<file path="src/verilog/alu_defines.svh">
`ifndef ALU_DEFINES_SVH
`define ALU_DEFINES_SVH

// operand and result width
`define ALU_WIDTH 32

// clock cycles the gate datapath gets before the result is sampled
// 64 cycles at 40 ns cover the worst carry ripple with some margin
`define ALU_SETTLE_CYCLES 64
// settle counter width, must hold ALU_SETTLE_CYCLES
`define ALU_TIMER_WIDTH 7

// ----------------------------------------
// primitive gate delays, in ns
// ----------------------------------------
`define ALU_DLY_NOT 10
`define ALU_DLY_NAND 20
`define ALU_DLY_AND 30
`define ALU_DLY_NOR 20
`define ALU_DLY_OR 30
`define ALU_DLY_XNOR 50
`define ALU_DLY_XOR 50

`endif

</file>
<file path="src/verilog/alu_pkg.sv">
`include "alu_defines.svh"

package alu_pkg;

  // opcode encoding
  // op[2] low with op[0] high marks the two subtracting ops
  typedef enum logic [2:0] {
    opAdd  = 3'b000,
    opSub  = 3'b001,
    opSlt  = 3'b011,
    opXor  = 3'b100,
    opXnor = 3'b101,
    opNand = 3'b110,
    opNor  = 3'b111
  } aluOp_e;

  // controller states
  typedef enum logic [1:0] {
    stIdle,
    stSettle,
    stCapture
  } aluState_e;

  // request as seen at the top and latched by the controller
  typedef struct packed {
    aluOp_e                  op;
    logic [`ALU_WIDTH-1:0]   operandA;
    logic [`ALU_WIDTH-1:0]   operandB;
  } aluReq_t;

  // registered response
  typedef struct packed {
    logic [`ALU_WIDTH-1:0]   result;
    logic                    carryout;
    logic                    overflow;
    logic                    zero;
  } aluRsp_t;

endpackage

</file>
<file path="src/verilog/addSubUnit.sv">
`timescale 1ns/1ps
`include "alu_defines.svh"

module addSubUnit (
  input  alu_pkg::aluReq_t         curReq,
  output logic [`ALU_WIDTH-1:0]    sum,
  output logic                     carryout,
  output logic                     overflow
);

  import alu_pkg::*;

  wire                  opHiN;
  wire                  subtract;
  wire [`ALU_WIDTH-1:0] bEff;
  wire [`ALU_WIDTH-1:0] prop;
  wire [`ALU_WIDTH-1:0] gen;
  wire [`ALU_WIDTH-1:0] carryProp;
  wire [`ALU_WIDTH-1:0] sumW;
  wire [`ALU_WIDTH:0]   carry;
  wire                  overflowW;

  // ----------------------------------------
  // subtract decode
  // ----------------------------------------
  // high for opSub and opSlt, i.e. op[2] low and op[0] high
  not #(`ALU_DLY_NOT) opHiInv (opHiN, curReq.op[2]);
  and #(`ALU_DLY_AND) subDecode (subtract, opHiN, curReq.op[0]);

  // subtract bit doubles as carry-in, giving A + ~B + 1
  assign carry[0] = subtract;

  // ----------------------------------------
  // ripple-carry slices
  // ----------------------------------------
  for (genvar i = 0; i < `ALU_WIDTH; i++) begin : slice
    // conditional invert of B
    xor #(`ALU_DLY_XOR) bInv (bEff[i], curReq.operandB[i], subtract);
    // full adder, sum = a ^ b ^ cin
    xor #(`ALU_DLY_XOR) propGate (prop[i], curReq.operandA[i], bEff[i]);
    xor #(`ALU_DLY_XOR) sumGate (sumW[i], prop[i], carry[i]);
    // cout = a&b | (a^b)&cin
    and #(`ALU_DLY_AND) genGate (gen[i], curReq.operandA[i], bEff[i]);
    and #(`ALU_DLY_AND) carryAnd (carryProp[i], prop[i], carry[i]);
    or  #(`ALU_DLY_OR)  carryOr (carry[i+1], gen[i], carryProp[i]);
  end

  // signed overflow when carry into and out of the msb differ
  xor #(`ALU_DLY_XOR) ovfGate (overflowW, carry[`ALU_WIDTH], carry[`ALU_WIDTH-1]);

  assign sum      = sumW;
  assign carryout = carry[`ALU_WIDTH];
  assign overflow = overflowW;

endmodule

</file>
<file path="src/verilog/aluController.sv">
`timescale 1ns/1ps

module aluController (
  input  logic              clk,
  input  logic              rstN,
  input  logic              start,
  input  alu_pkg::aluReq_t  req,
  input  logic              expired,
  output logic              timerLoad,
  output logic              capture,
  output alu_pkg::aluReq_t  curReq,
  output logic              busy,
  output logic              done
);

  import alu_pkg::*;

  aluState_e state;
  aluState_e stateNext;

  // a start only counts when sampled in idle
  assign timerLoad = (state == stIdle) && start;
  assign capture   = (state == stCapture);
  assign busy      = (state != stIdle);

  // ----------------------------------------
  // next state
  // ----------------------------------------
  always_comb begin
    stateNext = state;
    case (state)
      stIdle:    if (start) stateNext = stSettle;
      // wait until the gate outputs have rippled through
      stSettle:  if (expired) stateNext = stCapture;
      stCapture: stateNext = stIdle;
      default:   stateNext = stIdle;
    endcase
  end

  // state and done pulse
  always_ff @(posedge clk) begin
    if (!rstN) begin
      state <= stIdle;
      done  <= 1'b0;
    end else begin
      state <= stateNext;
      // done rises on the same edge the result stage captures
      done  <= (state == stCapture);
    end
  end

  // request held steady for the whole settle window
  always_ff @(posedge clk) begin
    if (timerLoad) begin
      curReq <= req;
    end
  end

endmodule

</file>
<file path="src/verilog/aluTop.sv">
`timescale 1ns/1ps
`include "alu_defines.svh"

module aluTop (
  input  logic              clk,
  input  logic              rstN,
  input  logic              start,
  input  alu_pkg::aluReq_t  req,
  output logic              busy,
  output logic              done,
  output alu_pkg::aluRsp_t  rsp
);

  import alu_pkg::*;

  aluReq_t               curReq;
  logic                  timerLoad;
  logic                  expired;
  logic                  capture;
  logic [`ALU_WIDTH-1:0] sum;
  logic                  carryout;
  logic                  overflow;
  logic [`ALU_WIDTH-1:0] logicResult;

  // ----------------------------------------
  // control
  // ----------------------------------------
  aluController ctrl_i (
    .clk       (clk),
    .rstN      (rstN),
    .start     (start),
    .req       (req),
    .expired   (expired),
    .timerLoad (timerLoad),
    .capture   (capture),
    .curReq    (curReq),
    .busy      (busy),
    .done      (done)
  );

  settleTimer timer_i (
    .clk     (clk),
    .rstN    (rstN),
    .load    (timerLoad),
    .expired (expired)
  );

  // ----------------------------------------
  // gate datapath and capture
  // ----------------------------------------
  addSubUnit addSub_i (
    .curReq   (curReq),
    .sum      (sum),
    .carryout (carryout),
    .overflow (overflow)
  );

  logicUnit logic_i (
    .curReq      (curReq),
    .logicResult (logicResult)
  );

  resultStage result_i (
    .clk         (clk),
    .rstN        (rstN),
    .capture     (capture),
    .curReq      (curReq),
    .sum         (sum),
    .carryout    (carryout),
    .overflow    (overflow),
    .logicResult (logicResult),
    .rsp         (rsp)
  );

endmodule

</file>
<file path="src/verilog/logicUnit.sv">
`timescale 1ns/1ps
`include "alu_defines.svh"

module logicUnit (
  input  alu_pkg::aluReq_t         curReq,
  output logic [`ALU_WIDTH-1:0]    logicResult
);

  import alu_pkg::*;

  wire [`ALU_WIDTH-1:0] xorRes;
  wire [`ALU_WIDTH-1:0] xnorRes;
  wire [`ALU_WIDTH-1:0] nandRes;
  wire [`ALU_WIDTH-1:0] norRes;

  // ----------------------------------------
  // bitwise gate arrays
  // ----------------------------------------
  // all four run in parallel on the same operands
  for (genvar i = 0; i < `ALU_WIDTH; i++) begin : bitGates
    xor  #(`ALU_DLY_XOR)  xorGate (xorRes[i], curReq.operandA[i], curReq.operandB[i]);
    xnor #(`ALU_DLY_XNOR) xnorGate (xnorRes[i], curReq.operandA[i], curReq.operandB[i]);
    nand #(`ALU_DLY_NAND) nandGate (nandRes[i], curReq.operandA[i], curReq.operandB[i]);
    nor  #(`ALU_DLY_NOR)  norGate (norRes[i], curReq.operandA[i], curReq.operandB[i]);
  end

  // ----------------------------------------
  // opcode select
  // ----------------------------------------
  always_comb begin
    case (curReq.op)
      opXor:   logicResult = xorRes;
      opXnor:  logicResult = xnorRes;
      opNand:  logicResult = nandRes;
      opNor:   logicResult = norRes;
      // arithmetic ops take their result elsewhere
      default: logicResult = '0;
    endcase
  end

endmodule

</file>
<file path="src/verilog/resultStage.sv">
`timescale 1ns/1ps
`include "alu_defines.svh"

module resultStage (
  input  logic                     clk,
  input  logic                     rstN,
  input  logic                     capture,
  input  alu_pkg::aluReq_t         curReq,
  input  logic [`ALU_WIDTH-1:0]    sum,
  input  logic                     carryout,
  input  logic                     overflow,
  input  logic [`ALU_WIDTH-1:0]    logicResult,
  output alu_pkg::aluRsp_t         rsp
);

  import alu_pkg::*;

  aluRsp_t rspNext;

  // ----------------------------------------
  // result and flag select
  // ----------------------------------------
  always_comb begin
    rspNext = '0;
    case (curReq.op)
      opAdd, opSub: begin
        rspNext.result   = sum;
        // flags only mean something for add and sub
        rspNext.carryout = carryout;
        rspNext.overflow = overflow;
      end
      opSlt: begin
        // sign of a-b, corrected when the subtraction overflows
        rspNext.result[0] = sum[`ALU_WIDTH-1] ^ overflow;
      end
      default: begin
        rspNext.result = logicResult;
      end
    endcase
    rspNext.zero = (rspNext.result == '0);
  end

  // response holds until the next capture
  always_ff @(posedge clk) begin
    if (!rstN) begin
      rsp <= '0;
    end else if (capture) begin
      rsp <= rspNext;
    end
  end

endmodule

</file>
<file path="src/verilog/settleTimer.sv">
`timescale 1ns/1ps
`include "alu_defines.svh"

module settleTimer (
  input  logic clk,
  input  logic rstN,
  input  logic load,
  output logic expired
);

  logic [`ALU_TIMER_WIDTH-1:0] count;

  // ----------------------------------------
  // saturating down-counter
  // ----------------------------------------
  always_ff @(posedge clk) begin
    if (!rstN) begin
      count <= '0;
    end else if (load) begin
      count <= `ALU_TIMER_WIDTH'(`ALU_SETTLE_CYCLES);
    end else if (count != '0) begin
      // one step per edge, parks at zero
      count <= count - 1'b1;
    end
  end

  // level, stays high while parked at zero
  assign expired = (count == '0);

endmodule
</file>
<file path="config.mk">
export PLATFORM = sky130hd
export DESIGN_NAME = aluTop
export DESIGN_NICKNAME = d
export VERILOG_FILES = /design/src/verilog/alu_pkg.sv /design/src/verilog/addSubUnit.sv /design/src/verilog/aluController.sv /design/src/verilog/aluTop.sv /design/src/verilog/logicUnit.sv /design/src/verilog/resultStage.sv /design/src/verilog/settleTimer.sv
export VERILOG_INCLUDE_DIRS = /design/src /design/src/verilog
export SDC_FILE = /design/constraint.sdc
export NUM_CORES = 1
export LEC_CHECK = 0
export BUFFER_PORTS_ARGS = -buffer_cell sky130_fd_sc_hd__buf_4
export CORE_MARGIN = 10
export CORE_UTILIZATION = 40
export CTS_CLUSTER_SIZE = 24
export DETAILED_ROUTE_END_ITERATION = 12
export GPL_TIMING_DRIVEN = 0
export HOLD_SLACK_MARGIN = 0.1
export PLACE_DENSITY = 0.65
export SYNTH_ARGS = -nofsm -noshare
export SYNTH_HDL_FRONTEND = slang
export SYNTH_SLANG_ARGS = --single-unit
</file>
<file path="constraint.sdc">
create_clock -name clk -period 27.3 [get_ports clk]
set_clock_uncertainty 0.1 [all_clocks]
set_input_delay 1.365 -clock clk [delete_from_list [all_inputs] [get_ports clk]]
set_output_delay 1.365 -clock clk [all_outputs]
set_load 0.05 [all_outputs]
</file>
==> results of run 1 <==
worst max-delay path by stage:
stage / start / to / slack (ps)
after floorplan: ctrl_i.curReq[64]$_DFFE_PP_ / result_i.rsp[0]$_SDFFE_PN0P_ / 12080
after global placement: ctrl_i.curReq[64]$_DFFE_PP_ / result_i.rsp[0]$_SDFFE_PN0P_ / 10150
after detailed placement: ctrl_i.curReq[64]$_DFFE_PP_ / result_i.rsp[0]$_SDFFE_PN0P_ / 10050
after CTS: ctrl_i.curReq[64]$_DFFE_PP_ / result_i.rsp[0]$_SDFFE_PN0P_ / 9990
after global routing: ctrl_i.curReq[64]$_DFFE_PP_ / result_i.rsp[0]$_SDFFE_PN0P_ / 9480
final: ctrl_i.curReq[64]$_DFFE_PP_ / result_i.rsp[0]$_SDFFE_PN0P_ / 10070
cell usage in the layout, fill, tap and decap left out, types with 3 or more instances in the layout:
| cell | instances |
|---|---|
| nor4_1 | 4 |
| mux2i_1 | 3 |
| nor2_1 | 28 |
| xor2_1 | 20 |
| dfxtp_1 | 45 |
| nor2b_1 | 17 |
| clkbuf_16 | 11 |
| a2bb2oi_1 | 3 |
| nor3_1 | 6 |
| a22oi_1 | 17 |
| nand2b_1 | 6 |
| a21oi_1 | 78 |
| buf_4 | 108 |
| a211oi_1 | 6 |
| o21ai_1 | 4 |
| xnor2_1 | 39 |
| edfxtp_1 | 67 |
| clkbuf_1 | 22 |
| nand2_1 | 31 |
| inv_1 | 71 |
| buf_2 | 9 |
| buf_6 | 4 |
| or4_1 | 4 |
| nand3_1 | 7 |
| fa_1 | 32 |
| o21ai_0 | 44 |
| ha_1 | 65 |
| and3_1 | 3 |
| a31oi_1 | 3 |
| nand4_1 | 10 |
critical path: cells and delay by family (launching register included):
family          cells  cell delay, ps
compound gates      4             810
fa+ha+maj          31           13890
buf+inv             7            1580
flops               1             440
simple gates        3             350
synthesized netlist by cell type (all sizes together) (2+ instances only):
cell and count:
a2111oi 2, a211o 2, a211oi 6, a21oi 78
a221oi 2, a22oi 17, a2bb2oi 3, a31oi 3
and2 2, and3 3, buf 17, clkbuf 21
dfxtp 45, edfxtp 67, fa 32, ha 65
inv 73, mux2i 3, nand2 31, nand2b 6
nand3 7, nand4 10, nor2 28, nor2b 17
nor3 6, nor3b 2, nor4 4, o211ai 2
o21ai 48, o31ai 2, or2 2, or4 4
xnor2 39, xor2 20
flip-flops by register name, summed over array words and instances (netlist names):
name	cells
ctrl_i.done	1
timer_i.count	7
result_i.rsp	35
ctrl_i.state	2
ctrl_i.curReq	67
cell families after synthesis:
kind of cell	synth area share, %
multiplexers	0.428
flip-flops	41.5
adder cells (fa/ha/maj)	20.7
XOR/XNOR	7.36
AO/OA/AOI/OAI	14.2
AND/OR/NAND/NOR	9.09
buffers and inverters	6.69
final cells by class:
type	instances	share of cell area [%]
clock buffers	14	3.63
plain buffers	38	2.27
well taps	225	3.34
multi-input cells	456	43.1
flip-flops and latches	112	34.5
inverters	74	3.29
repair buffers	107	9.67
clock inverters	2	0.178
where the power goes:
part           total, W  leakage, nW  switching, W  internal (W)
Sequential     0.000230         1.01     0.0000228      0.000208
Clock          0.000140        0.160     0.0000619     0.0000786
Combinational  0.000257         2.47      0.000155      0.000102
Total          0.000627         3.63      0.000239      0.000388
routing by layer:
metal / global-route usage (%) / vias to the layer above / wire length (um)
met5: 0 / - / 0
met4: 6.04 / 0 / 467
met3: 4.32 / 27 / 1440
met2: 26.2 / 187 / 8970
met1: 22.2 / 2523 / 8860
li1: - / 2570 / -
per-stage QoR:
step | hold WS [ps] | setup slack, ps | cells
final | 367 | 10070 | 1028
after global routing | 416 | 9480 | 1028
after CTS | 366 | 9990 | 1028
after detailed placement | 357 | 10050 | 1012
after global placement | 343 | 10150 | 1011
after floorplan | 345 | 12080 | 680
==> results_tabular.tex, run 1 <==
\begin{tabular}{lr}
\hline
Metric & Value \\
\hline
\multicolumn{2}{l}{\textbf{Status}} \\
Result of the run & finished clean \\
\multicolumn{2}{l}{\textbf{Place}} \\
Detailed placer's ending HPWL & 15300 um \\
RD Place Congestion & 0.916 \\
Number of port buffers & 106 \\
Standard cell area after detailed placement & 0.00812 sq mm \\
\multicolumn{2}{l}{\textbf{Floorplanning}} \\
Core area & 0.0172 sq mm \\
Die Footprint & 0.0232 sq mm \\
Die Wd & 152 um \\
Initial core utilization & 40.7\% \\
Cell row count & 48 \\
Height of the die & 152 um \\
Total I/O pin count & roughly 110 \\
\multicolumn{2}{l}{\textbf{Timing}} \\
RSZ-0062 raised after global routing & false \\
Share of the clock period used by the worst path & a little over three fifths \\
Slew headroom & 47.6\% \\
Maximum clock frequency & 58.1 MHz \\
Final Critical Period & roughly 17000 ps \\
Number of endpoints failing setup at the final stage & 0 \\
Accumulated negative setup slack & 0 ps \\
Transition time at the pin with the least slew margin & 786 ps \\
Pins over their slew limit & 0 \\
Number of endpoints with negative hold slack in the final report & 0 \\
\multicolumn{2}{l}{\textbf{Critical path}} \\
FF-to-FF path depth & 45 \\
Critical path class & reg -> reg \\
Cell with the most instances on the worst path & fa\_1 \\
Slowest CP cell & fa\_1 \\
Minimum setup slack among reg-to-reg paths & roughly 10000 ps \\
Worst flop-to-flop path startpoint & ctrl\_i.curReq[64]\$\_DFFE\_PP\_ \\
Critical path data arrival time & 17410 ps \\
Crit path largest cell delay & 490 ps \\
Largest fanout on the critical path & 10 \\
Critical Path Start Type & flip-flop \\
CP endpoint kind & flip-flop \\
R2r endpoint & result\_i.rsp[0]\$\_SDFFE\_PN0P\_ \\
Required time reported for the critical path endpoint & approximately 27000 ps \\
\multicolumn{2}{l}{\textbf{Logic synthesis}} \\
Flip-flop and latch count after synthesis & 112 \\
Most common flop cell mapped by yosys & edfxtp\_1 \\
Post-synth design cell area & around 0.007 sq mm \\
Post-Synthesis Net Count & 847 \\
Proportion of register bits with asynchronous set or reset after synthesis & 0\% \\
Fraction of synthesized cell area taken by the top area cell type & 28.7\% \\
Yosys warnings & 0 \\
Main area contributors after synthesis & edfxtp\_1, dfxtp\_1, ha\_1 \\
Share of synthesized area occupied by flip-flops and latches & 41.5\% \\
Number of instances in the synthesized netlist & 680 \\
Number of flops mapped to enable cells by yosys & 67 \\
Netlist cell types & 51 \\
Biggest area consumer among synthesized cells & edfxtp\_1 \\
Synthesized area per cell & 10.3 sq um \\
\multicolumn{2}{l}{\textbf{Routing}} \\
Remaining routing DRC violations & 0 \\
Starting DRT DRC Count & about 440 \\
Vias per inst & 5.16 \\
Antenna-violating nets left & 0 \\
Final WL & 19700 um \\
Vias post-DR & 5307 \\
Number of iterations in the first detailed-routing pass & 5 \\
Mean routed wirelength per cell & roughly 19 um \\
\multicolumn{2}{l}{\textbf{Final layout}} \\
Number of antenna repair diodes & 0 \\
Layout Area Growth over Synthesis & 20.2\% \\
Layout Utilization & 48.9\% \\
Final standard cell area without fillers & 0.00844 sq mm \\
Proportion of layout cells with a drive suffix above 1 & 17.8\% \\
Final-stage net count & around 970 \\
Number of fill cells & 1590 \\
Area of combinational cells with multiple inputs & 0.00364 sq mm \\
Register Area & 0.00291 sq mm \\
\multicolumn{2}{l}{\textbf{CTS}} \\
Post-cts gate resize count & 0 \\
Clock-pin slew on the worst setup and hold paths & 80 ps \\
Number of levels in the clock H-tree & 3 \\
Total of hold buffers inserted after clock tree synthesis & 0 \\
Maximum buffer depth of the clock tree & 2 \\
CTS root buffer & clkbuf\_16 \\
CTS buffer count & 9 \\
Source-to-sink clock delay at the later pin of the worst-skew pair & 370 ps \\
Sinks on Clock Net & 112 \\
Post-CTS Setup Repair Bufs & 0 \\
TritonCTS clock tree & built \\
\multicolumn{2}{l}{\textbf{GRT}} \\
Total global routing overflow & 0 \\
Wire length of the first global-routing pass & between 30000 and 40000 um \\
Overall Global Routing Usage & 16.8\% \\
Number of antenna violations at the first check in global routing & 0 \\
Vias in the first global route & 5382 \\
Pin count of the biggest net entering global routing & 37 \\
\multicolumn{2}{l}{\textbf{Hold path}} \\
Worst Hold Path Cells & 2 \\
Worst Hold End & result\_i.rsp[1]\$\_SDFFE\_PN0P\_ \\
Min-Delay Startpoint & result\_i.rsp[1]\$\_SDFFE\_PN0P\_ \\
Worst Hold Class & reg -> reg \\
\multicolumn{2}{l}{\textbf{Pwr}} \\
P per Cell Area & 74.4 mW/mm\^{}2 \\
Leakage Power & 3.63 nW \\
Peak supply drop & 0.0369 mV \\
Power, Total & 0.000627 W \\
\multicolumn{2}{l}{\textbf{Job}} \\
Max Cap Violations & 0 \\
\hline
\end{tabular}
No activity file was read; power rests on OpenSTA's default activity.
==> run 2: changes to the inputs <==
--- a/config.mk
+++ b/config.mk
@@ -6,6 +6,7 @@
 export SDC_FILE = /design/constraint.sdc
 export NUM_CORES = 1
 export LEC_CHECK = 0
+export ABC_AREA = 1
 export BUFFER_PORTS_ARGS = -buffer_cell sky130_fd_sc_hd__buf_4
 export CORE_MARGIN = 10
 export CORE_UTILIZATION = 40
@@ -13,7 +14,7 @@
 export DETAILED_ROUTE_END_ITERATION = 12
 export GPL_TIMING_DRIVEN = 0
 export HOLD_SLACK_MARGIN = 0.1
-export PLACE_DENSITY = 0.65
+export PLACE_DENSITY = 0.67
 export SYNTH_ARGS = -nofsm -noshare
 export SYNTH_HDL_FRONTEND = slang
 export SYNTH_SLANG_ARGS = --single-unit
==> constraint.sdc (replaced) <==
create_clock -name clk -period 14.1 [get_ports clk]
set_clock_uncertainty 0.1 [all_clocks]
set_input_delay 0.705 -clock clk [delete_from_list [all_inputs] [get_ports clk]]
set_output_delay 0.705 -clock clk [all_outputs]
set_load 0.05 [all_outputs]
==> results_tabular.tex, run 2 <==
\begin{tabular}{lr}
\hline
Metric & Value \\
\hline
\multicolumn{2}{l}{\textbf{Hold path}} \\
Worst Hold End & timer\_i.count[6]\$\_SDFFE\_PN0P\_ \\
Min-Delay Startpoint & timer\_i.count[6]\$\_SDFFE\_PN0P\_ \\
Worst Hold Class & reg -> reg \\
Worst Hold Path Cells & 2 (unchanged) \\
\multicolumn{2}{l}{\textbf{Place}} \\
Detailed placer's ending HPWL & 14200 um (-7.5\%) \\
Post-Place Cells & 1210 (+20\%) \\
Standard cell area after detailed placement & 0.00843 sq mm (+3.9\%) \\
Number of port buffers & 106 (unchanged) \\
RD Place Congestion & 0.854 (-6.8\%) \\
\multicolumn{2}{l}{\textbf{Critical path}} \\
Largest fanout on the critical path & 7 (-3) \\
Critical path buffer and inverter count & 5 (-2) \\
Required time reported for the critical path endpoint & 14250 ps (-13240 ps) \\
Worst flop-to-flop path startpoint & ctrl\_i.curReq[66]\$\_DFFE\_PP\_ \\
Critical path class & reg -> reg \\
CP endpoint kind & flip-flop \\
Slowest CP cell & fa\_2 \\
R2r endpoint & result\_i.rsp[0]\$\_SDFFE\_PN0P\_ \\
Crit path largest cell delay & 450 ps (-40 ps) \\
FF-to-FF path depth & 49 (+8.9\%) \\
Cell with the most instances on the worst path & fa\_2 \\
CP top delay family & adder cells \\
Minimum setup slack among reg-to-reg paths & 220 ps (-9860 ps) \\
Critical Path Start Type & flip-flop \\
Critical path data arrival time & 14030 ps (-3380 ps) \\
\multicolumn{2}{l}{\textbf{CTS}} \\
Number of levels in the clock H-tree & 3 (unchanged) \\
CTS root buffer & clkbuf\_16 \\
Total of hold buffers inserted after clock tree synthesis & 0 (unchanged) \\
Source-to-sink clock delay at the later pin of the worst-skew pair & 370 ps (about the same) \\
TritonCTS clock tree & built \\
Sinks on Clock Net & 112 (unchanged) \\
Clock-pin slew on the worst setup and hold paths & 70 ps (about the same) \\
Maximum buffer depth of the clock tree & 2 (unchanged) \\
CTS buffer count & 9 (unchanged) \\
\multicolumn{2}{l}{\textbf{Timing}} \\
Pins over their slew limit & 0 (unchanged) \\
Transition time at the pin with the least slew margin & 851 ps (+65.1 ps) \\
Share of the clock period used by the worst path & 98.5\% (+35 points) \\
Maximum clock frequency & 72.0 MHz (+24\%) \\
Slew headroom & 43.3\% (-4.3 points) \\
Final Critical Period & 13880 ps (-3340 ps) \\
Number of endpoints with negative hold slack in the final report & 0 (unchanged) \\
Number of endpoints failing setup at the final stage & 0 (unchanged) \\
RSZ-0062 raised after global routing & true \\
\multicolumn{2}{l}{\textbf{Logic synthesis}} \\
Biggest area consumer among synthesized cells & edfxtp\_1 \\
Share of synthesized area occupied by flip-flops and latches & 39.9\% (-1.6 points) \\
Number of instances in the synthesized netlist & 875 (+29\%) \\
Most frequent cell after synthesis & nor2\_1 \\
Post-synth design cell area & 0.00731 sq mm (+4.1\%) \\
Flip-flop and latch count after synthesis & 112 (unchanged) \\
Synthesized area per cell & 8.35 sq um (-19\%) \\
Fraction of synthesized cell area taken by the top area cell type & 27.5\% (-1.1 points) \\
Main area contributors after synthesis & edfxtp\_1, dfxtp\_1, ha\_1 \\
Proportion of register bits with asynchronous set or reset after synthesis & 0\% (unchanged) \\
Most common flop cell mapped by yosys & edfxtp\_1 \\
Leading cell types by count after synthesis & nor2\_1, inv\_1, nand2\_1, edfxtp\_1, ha\_1 \\
Yosys warnings & 0 (unchanged) \\
Number of flops mapped to enable cells by yosys & 67 (unchanged) \\
Netlist cell types & 30 (-41\%) \\
Post-Synthesis Net Count & 1042 (+23\%) \\
\multicolumn{2}{l}{\textbf{GRT}} \\
Total global routing overflow & 0 (unchanged) \\
Vias in the first global route & 5697 (+5.9\%) \\
Wire length of the first global-routing pass & 30100 um (-2.0\%) \\
Overall Global Routing Usage & 15.9\% (-0.92 points) \\
Number of antenna violations at the first check in global routing & 0 (unchanged) \\
Pin count of the biggest net entering global routing & 70 (+89\%) \\
\multicolumn{2}{l}{\textbf{Pwr}} \\
P per Cell Area & 135 mW/mm\^{}2 (+81\%) \\
Peak supply drop & 0.0807 mV (+120\%) \\
Leakage Power & 4.37 nW (+20\%) \\
\multicolumn{2}{l}{\textbf{Floorplanning}} \\
Cell row count & 49 (+2.1\%) \\
Core area & 0.0180 sq mm (+4.2\%) \\
Total I/O pin count & 107 (unchanged) \\
Die Footprint & 0.0241 sq mm (+3.6\%) \\
Height of the die & 155 um (+1.8\%) \\
Die Wd & 155 um (+1.8\%) \\
Initial core utilization & 40.7\% (about the same) \\
\multicolumn{2}{l}{\textbf{Routing}} \\
Vias per inst & 4.69 (-9.1\%) \\
Antenna-violating nets left & 0 (unchanged) \\
Remaining routing DRC violations & 0 (unchanged) \\
Vias post-DR & 5805 (+9.4\%) \\
Starting DRT DRC Count & 331 (-25\%) \\
Number of iterations in the first detailed-routing pass & 5 (unchanged) \\
Mean routed wirelength per cell & 15.3 um (-20\%) \\
Final WL & 18900 um (-4.1\%) \\
\multicolumn{2}{l}{\textbf{Final layout}} \\
Number of fill cells & 1712 (+7.7\%) \\
Area of combinational cells with multiple inputs & 0.00362 sq mm (-0.52\%) \\
Register Area & 0.00291 sq mm (unchanged) \\
Leading registers by flop count & ctrl\_i.curReq (67), result\_i.rsp (35), timer\_i.count (7) \\
Most flop-heavy register & ctrl\_i.curReq \\
Layout Area Growth over Synthesis & 21.3\% \\
Commonest cells after routing, fill and taps aside & nor2\_1, inv\_1, buf\_4 \\
Final Non-Filler Cells & 1237 (+20\%) \\
Number of antenna repair diodes & 0 (unchanged) \\
Final-stage net count & 1170 (+21\%) \\
Final standard cell area without fillers & 0.00886 sq mm (+5.0\%) \\
Proportion of layout cells with a drive suffix above 1 & 19.7\% (+1.9 points) \\
Most common cell after layout, fill and taps aside & nor2\_1 \\
Max reg flops & 67 (unchanged) \\
\multicolumn{2}{l}{\textbf{Job}} \\
Max Cap Violations & 0 (unchanged) \\
\multicolumn{2}{l}{\textbf{Status}} \\
Result of the run & finished clean \\
\hline
\end{tabular}
-- run 2: cell types whose count changed in the layout (fill, tap and decap cells not counted), moves of 7 or more --
cell | previous run | this run
clkbuf_1 | 22 | 11
xor2_1 | 20 | 32
xnor2_1 | 39 | 2
a21oi_1 | 78 | 7
inv_1 | 71 | 176
nand4_1 | 10 | 3
nor2b_1 | 17 | 0
nand2_1 | 31 | 83
nor2_1 | 28 | 192
nand3_1 | 7 | 62
fa_1 | 32 | 2
a22oi_1 | 17 | 0
buf_4 | 108 | 125
fa_2 | 0 | 30
-- run 2: what timing repair did --
item | 4_1_cts | 5_1_grt
resized for setup | 17 | 9
setup buffers | 2 | 9
pin swaps | 4 | 36
endpoints found under the setup margin | 7 | 2
-- run 2: through the flow --
step | utilization, % | TNS (ps) | setup WS (ps) | hold WS [ps] | total power [W]
after global routing | 49.3 | -95.8 | -95.8 | 394 | 0.00129
after global placement | 46.9 | -3850 | -1040 | 358 | 0.000922
after floorplan | - | 0 | 43.3 | 347 | 0.000787
after CTS | 48.8 | 0 | 22.5 | 382 | 0.00119
final | 49.3 | 0 | 218 | 377 | 0.00119
after detailed placement | 47.0 | -4380 | -1110 | 369 | 0.000934
-- run 2: worst max path at each step --
stage          cells past startpoint                      endpoint                        start  slack, ps
6_report                          49  result_i.rsp[0]$_SDFFE_PN0P_  ctrl_i.curReq[66]$_DFFE_PP_        220
5_1_grt                           47  result_i.rsp[0]$_SDFFE_PN0P_  ctrl_i.curReq[66]$_DFFE_PP_       -100
4_1_cts                           47  result_i.rsp[0]$_SDFFE_PN0P_  ctrl_i.curReq[66]$_DFFE_PP_         20
3_5_place_dp                      47  result_i.rsp[0]$_SDFFE_PN0P_  ctrl_i.curReq[66]$_DFFE_PP_      -1110
3_3_place_gp                      47  result_i.rsp[0]$_SDFFE_PN0P_  ctrl_i.curReq[66]$_DFFE_PP_      -1040
2_1_floorplan                     47  result_i.rsp[0]$_SDFFE_PN0P_  ctrl_i.curReq[66]$_DFFE_PP_         40
-- run 2: final cells by class --
cell class / count / share of cell area (%)
Inverter: 182 / 7.77
Buffer: 34 / 2.32
Multi-Input combinational cell: 547 / 40.8
Sequential cell: 112 / 32.9
Clock buffer: 12 / 2.78
Tap cell: 229 / 3.23
Timing Repair Buffer: 117 / 9.91
Clock inverter: 4 / 0.311
-- run 2: cells by family after synthesis --
group           share of synthesized area, %
simple gates                            19.9
buf+inv                                 11.9
flops                                   39.9
fa+ha+maj                               19.9
compound gates                          4.20
xor+xnor                                4.20
-- run 2: worst min-delay path, stage by stage, from the launching register on --
cell	delay (ps)
dfxtp_1	310
nand2_1	50
o22ai_1	60
-- run 2: report_power, final --
| group | switching (W) | internal [W] |
|---|---|---|
| clock | 0.000123 | 0.000126 |
| sequential | 0.0000381 | 0.000405 |
| combinational | 0.000313 | 0.000188 |
-- run 2: per-layer routing --
metal	up-vias	global-route usage [%]	wire length, um
li1	2921	-	-
met1	2706	20.0	8410
met2	153	26.0	8920
met3	25	3.72	1220
met4	0	6.21	390
met5	-	0	0
==> run 3: changes to the inputs <==
--- a/config.mk
+++ b/config.mk
@@ -14,7 +14,7 @@
 export DETAILED_ROUTE_END_ITERATION = 12
 export GPL_TIMING_DRIVEN = 0
 export HOLD_SLACK_MARGIN = 0.1
-export PLACE_DENSITY = 0.67
+export PLACE_DENSITY = 0.64
 export SYNTH_ARGS = -nofsm -noshare
 export SYNTH_HDL_FRONTEND = slang
 export SYNTH_SLANG_ARGS = --single-unit
==> constraint.sdc (replaced) <==
create_clock -name clk -period 17.52 [get_ports clk]
set_clock_uncertainty 0.1 [all_clocks]
set_input_delay 0.876 -clock clk [delete_from_list [all_inputs] [get_ports clk]]
set_output_delay 0.876 -clock clk [all_outputs]
set_load 0.05 [all_outputs]
==> results_tabular.tex, run 3 (synthesis results as in run 2) <==
\begin{tabular}{lr}
\hline
Metric & Value \\
\hline
\multicolumn{2}{l}{\textbf{Status}} \\
Result of the run & finished clean \\
\multicolumn{2}{l}{\textbf{Routing}} \\
Number of iterations in the first detailed-routing pass & 5 (unchanged) \\
Remaining routing DRC violations & 0 (unchanged) \\
Antenna-violating nets left & 0 (unchanged) \\
Mean routed wirelength per cell & 15.4 um (+0.56\%) \\
Vias post-DR & 5661 (-2.5\%) \\
Starting DRT DRC Count & 418 (+26\%) \\
Vias per inst & 4.62 (-1.6\%) \\
Final WL & 18900 um (-0.33\%) \\
\multicolumn{2}{l}{\textbf{Hold path}} \\
Worst Hold Class & reg -> reg \\
\multicolumn{2}{l}{\textbf{GRT}} \\
Number of antenna violations at the first check in global routing & 0 (unchanged) \\
Wire length of the first global-routing pass & 29600 um (-1.7\%) \\
Vias in the first global route & 5648 (-0.86\%) \\
Total global routing overflow & 0 (unchanged) \\
Pin count of the biggest net entering global routing & 70 (unchanged) \\
Overall Global Routing Usage & 15.8\% (-0.18 points) \\
\multicolumn{2}{l}{\textbf{Pwr}} \\
Leakage Power & 4.34 nW (-0.74\%) \\
P per Cell Area & 109 mW/mm\^{}2 (-19\%) \\
Peak supply drop & 0.0749 mV (-7.2\%) \\
Net switching component of the power & 0.000368 W (-22\%) \\
Sw Ratio & 38.9\% (-0.86 points) \\
Clock power share & 21.9\% (+1.0 points) \\
Cell Int Power & 0.000578 W (-20\%) \\
Logic gate share of total power & 40.5\% (-1.5 points) \\
Relative contribution of sequential cells to total power & 37.6\% (+0.5 points) \\
\multicolumn{2}{l}{\textbf{Place}} \\
Post-Place Cells & 1210 (unchanged) \\
Standard cell area after detailed placement & 0.00839 sq mm (-0.50\%) \\
Detailed placer's ending HPWL & 14100 um (-0.14\%) \\
RD Place Congestion & 0.830 (-2.8\%) \\
Number of port buffers & 106 (unchanged) \\
\multicolumn{2}{l}{\textbf{Critical path}} \\
Required time reported for the critical path endpoint & 17720 ps (+3470 ps) \\
Cell with the most instances on the worst path & fa\_1 \\
Largest fanout on the critical path & 10 (+3) \\
CP endpoint kind & flip-flop \\
Crit path largest cell delay & 500 ps (+50 ps) \\
Slowest CP cell & fa\_1 \\
Critical Path Start Type & flip-flop \\
Critical path class & reg -> reg \\
Critical path data arrival time & 16480 ps (+2450 ps) \\
\multicolumn{2}{l}{\textbf{Timing}} \\
Slew headroom & 40.6\% (-2.6 points) \\
Number of endpoints with negative hold slack in the final report & 0 (unchanged) \\
RSZ-0062 raised after global routing & false \\
Accumulated negative setup slack & 0 ps (unchanged) \\
Final Critical Period & 16280 ps (+2390 ps) \\
Maximum clock frequency & 61.4 MHz (-15\%) \\
Pins over their slew limit & 0 (unchanged) \\
Share of the clock period used by the worst path & 92.9\% (-5.6 points) \\
Transition time at the pin with the least slew margin & 890 ps (+39.3 ps) \\
Number of endpoints failing setup at the final stage & 0 (unchanged) \\
\multicolumn{2}{l}{\textbf{Final layout}} \\
Most common cell after layout, fill and taps aside & nor2\_1 \\
Final-stage net count & 1159 (-0.94\%) \\
Final standard cell area without fillers & 0.00869 sq mm (-2.0\%) \\
Commonest cells after routing, fill and taps aside & nor2\_1, inv\_1, buf\_4 \\
Leading registers by flop count & ctrl\_i.curReq (67), result\_i.rsp (35), timer\_i.count (7) \\
Final Non-Filler Cells & 1226 (-0.89\%) \\
Most flop-heavy register & ctrl\_i.curReq \\
Max reg flops & 67 (unchanged) \\
Proportion of layout cells with a drive suffix above 1 & 15.4\% (-4.3 points) \\
Layout Utilization & 48.4\% (-0.97 points) \\
Number of antenna repair diodes & 0 (unchanged) \\
Layout Area Growth over Synthesis & 18.9\% \\
\multicolumn{2}{l}{\textbf{CTS}} \\
Total of hold buffers inserted after clock tree synthesis & 0 (unchanged) \\
Sinks on Clock Net & 112 (unchanged) \\
Clock-pin slew on the worst setup and hold paths & 70 ps (about the same) \\
Post-CTS Setup Repair Bufs & 0 (-2) \\
Number of levels in the clock H-tree & 3 (unchanged) \\
CTS buffer count & 9 (unchanged) \\
CTS root buffer & clkbuf\_16 \\
Source-to-sink clock delay at the later pin of the worst-skew pair & 360 ps (about the same) \\
Post-cts gate resize count & 0 (-17) \\
Maximum buffer depth of the clock tree & 2 (unchanged) \\
TritonCTS clock tree & built \\
\multicolumn{2}{l}{\textbf{Floorplanning}} \\
Die Wd & 155 um (unchanged) \\
Cell row count & 49 (unchanged) \\
Core area & 0.0180 sq mm (unchanged) \\
Height of the die & 155 um (unchanged) \\
Initial core utilization & 40.7\% (unchanged) \\
Total I/O pin count & 107 (unchanged) \\
Die Footprint & 0.0241 sq mm (unchanged) \\
\multicolumn{2}{l}{\textbf{Job}} \\
Max Cap Violations & 0 (unchanged) \\
\hline
\end{tabular}
-- run 3: area by class of cell --
| cell class | instances | area, sq um |
|---|---|---|
| clock inverter | 2 | 11.3 |
| buffer | 34 | 186 |
| tap | 229 | 287 |
| timing repair buffer | 106 | 796 |
| multi-input combinational | 547 | 3520 |
| fill | 1735 | 9280 |
| clock buffer | 14 | 285 |
| sequential | 112 | 2910 |
| inverter | 182 | 686 |
-- run 3: power groups by stage --
stage | Clock, W | Sequential, W | Combinational (W)
finish | 0.000208 | 0.000356 | 0.000383
global route | 0.000223 | 0.000362 | 0.000436
CTS | 0.000213 | 0.000356 | 0.000384
detailed placement | 0 | 0.000362 | 0.000383
global placement | 0 | 0.000363 | 0.000375
floorplan | 0 | 0.000388 | 0.000241
-- run 3: worst max-delay path: cells and delay by family (launching register included) --
kind	cells	cell delay, ps
fa+ha+maj	31	13690
flops	1	420
buf+inv	5	820
compound gates	1	170
simple gates	10	970
-- run 3: path summary, 6_finish.rpt --
check / startpoint / to / slack, ps / cells after the start
worst max-delay path: ctrl_i.curReq[66]$_DFFE_PP_ / result_i.rsp[0]$_SDFFE_PN0P_ / 1240 / 47
worst min-delay path: result_i.rsp[1]$_SDFFE_PN0P_ / result_i.rsp[1]$_SDFFE_PN0P_ / 380 / 2
worst max register to register: ctrl_i.curReq[66]$_DFFE_PP_ / result_i.rsp[0]$_SDFFE_PN0P_ / 1240 / 47
worst min register to register: result_i.rsp[1]$_SDFFE_PN0P_ / result_i.rsp[1]$_SDFFE_PN0P_ / 380 / 2
-- run 3: per-layer routing --
metal | routed length (um) | track usage [%] | vias up | share of wire (%)
li1 | - | - | 2899 | -
met1 | 8290 | 20.3 | 2576 | 44
met2 | 8770 | 25.5 | 165 | 46
met3 | 1480 | 3.86 | 21 | 7.9
met4 | 322 | 4.81 | 0 | 1.7
met5 | 0 | 0 | - | 0
-- run 3: through the flow --
step | setup slack, ps | hold WS (ps) | total power, W
6_report | 1240 | 380 | 0.000946
5_1_grt | 613 | 403 | 0.00102
4_1_cts | 1130 | 377 | 0.000954
3_5_place_dp | 1200 | 366 | 0.000745
3_3_place_gp | 1220 | 355 | 0.000738
2_1_floorplan | 2740 | 347 | 0.000629
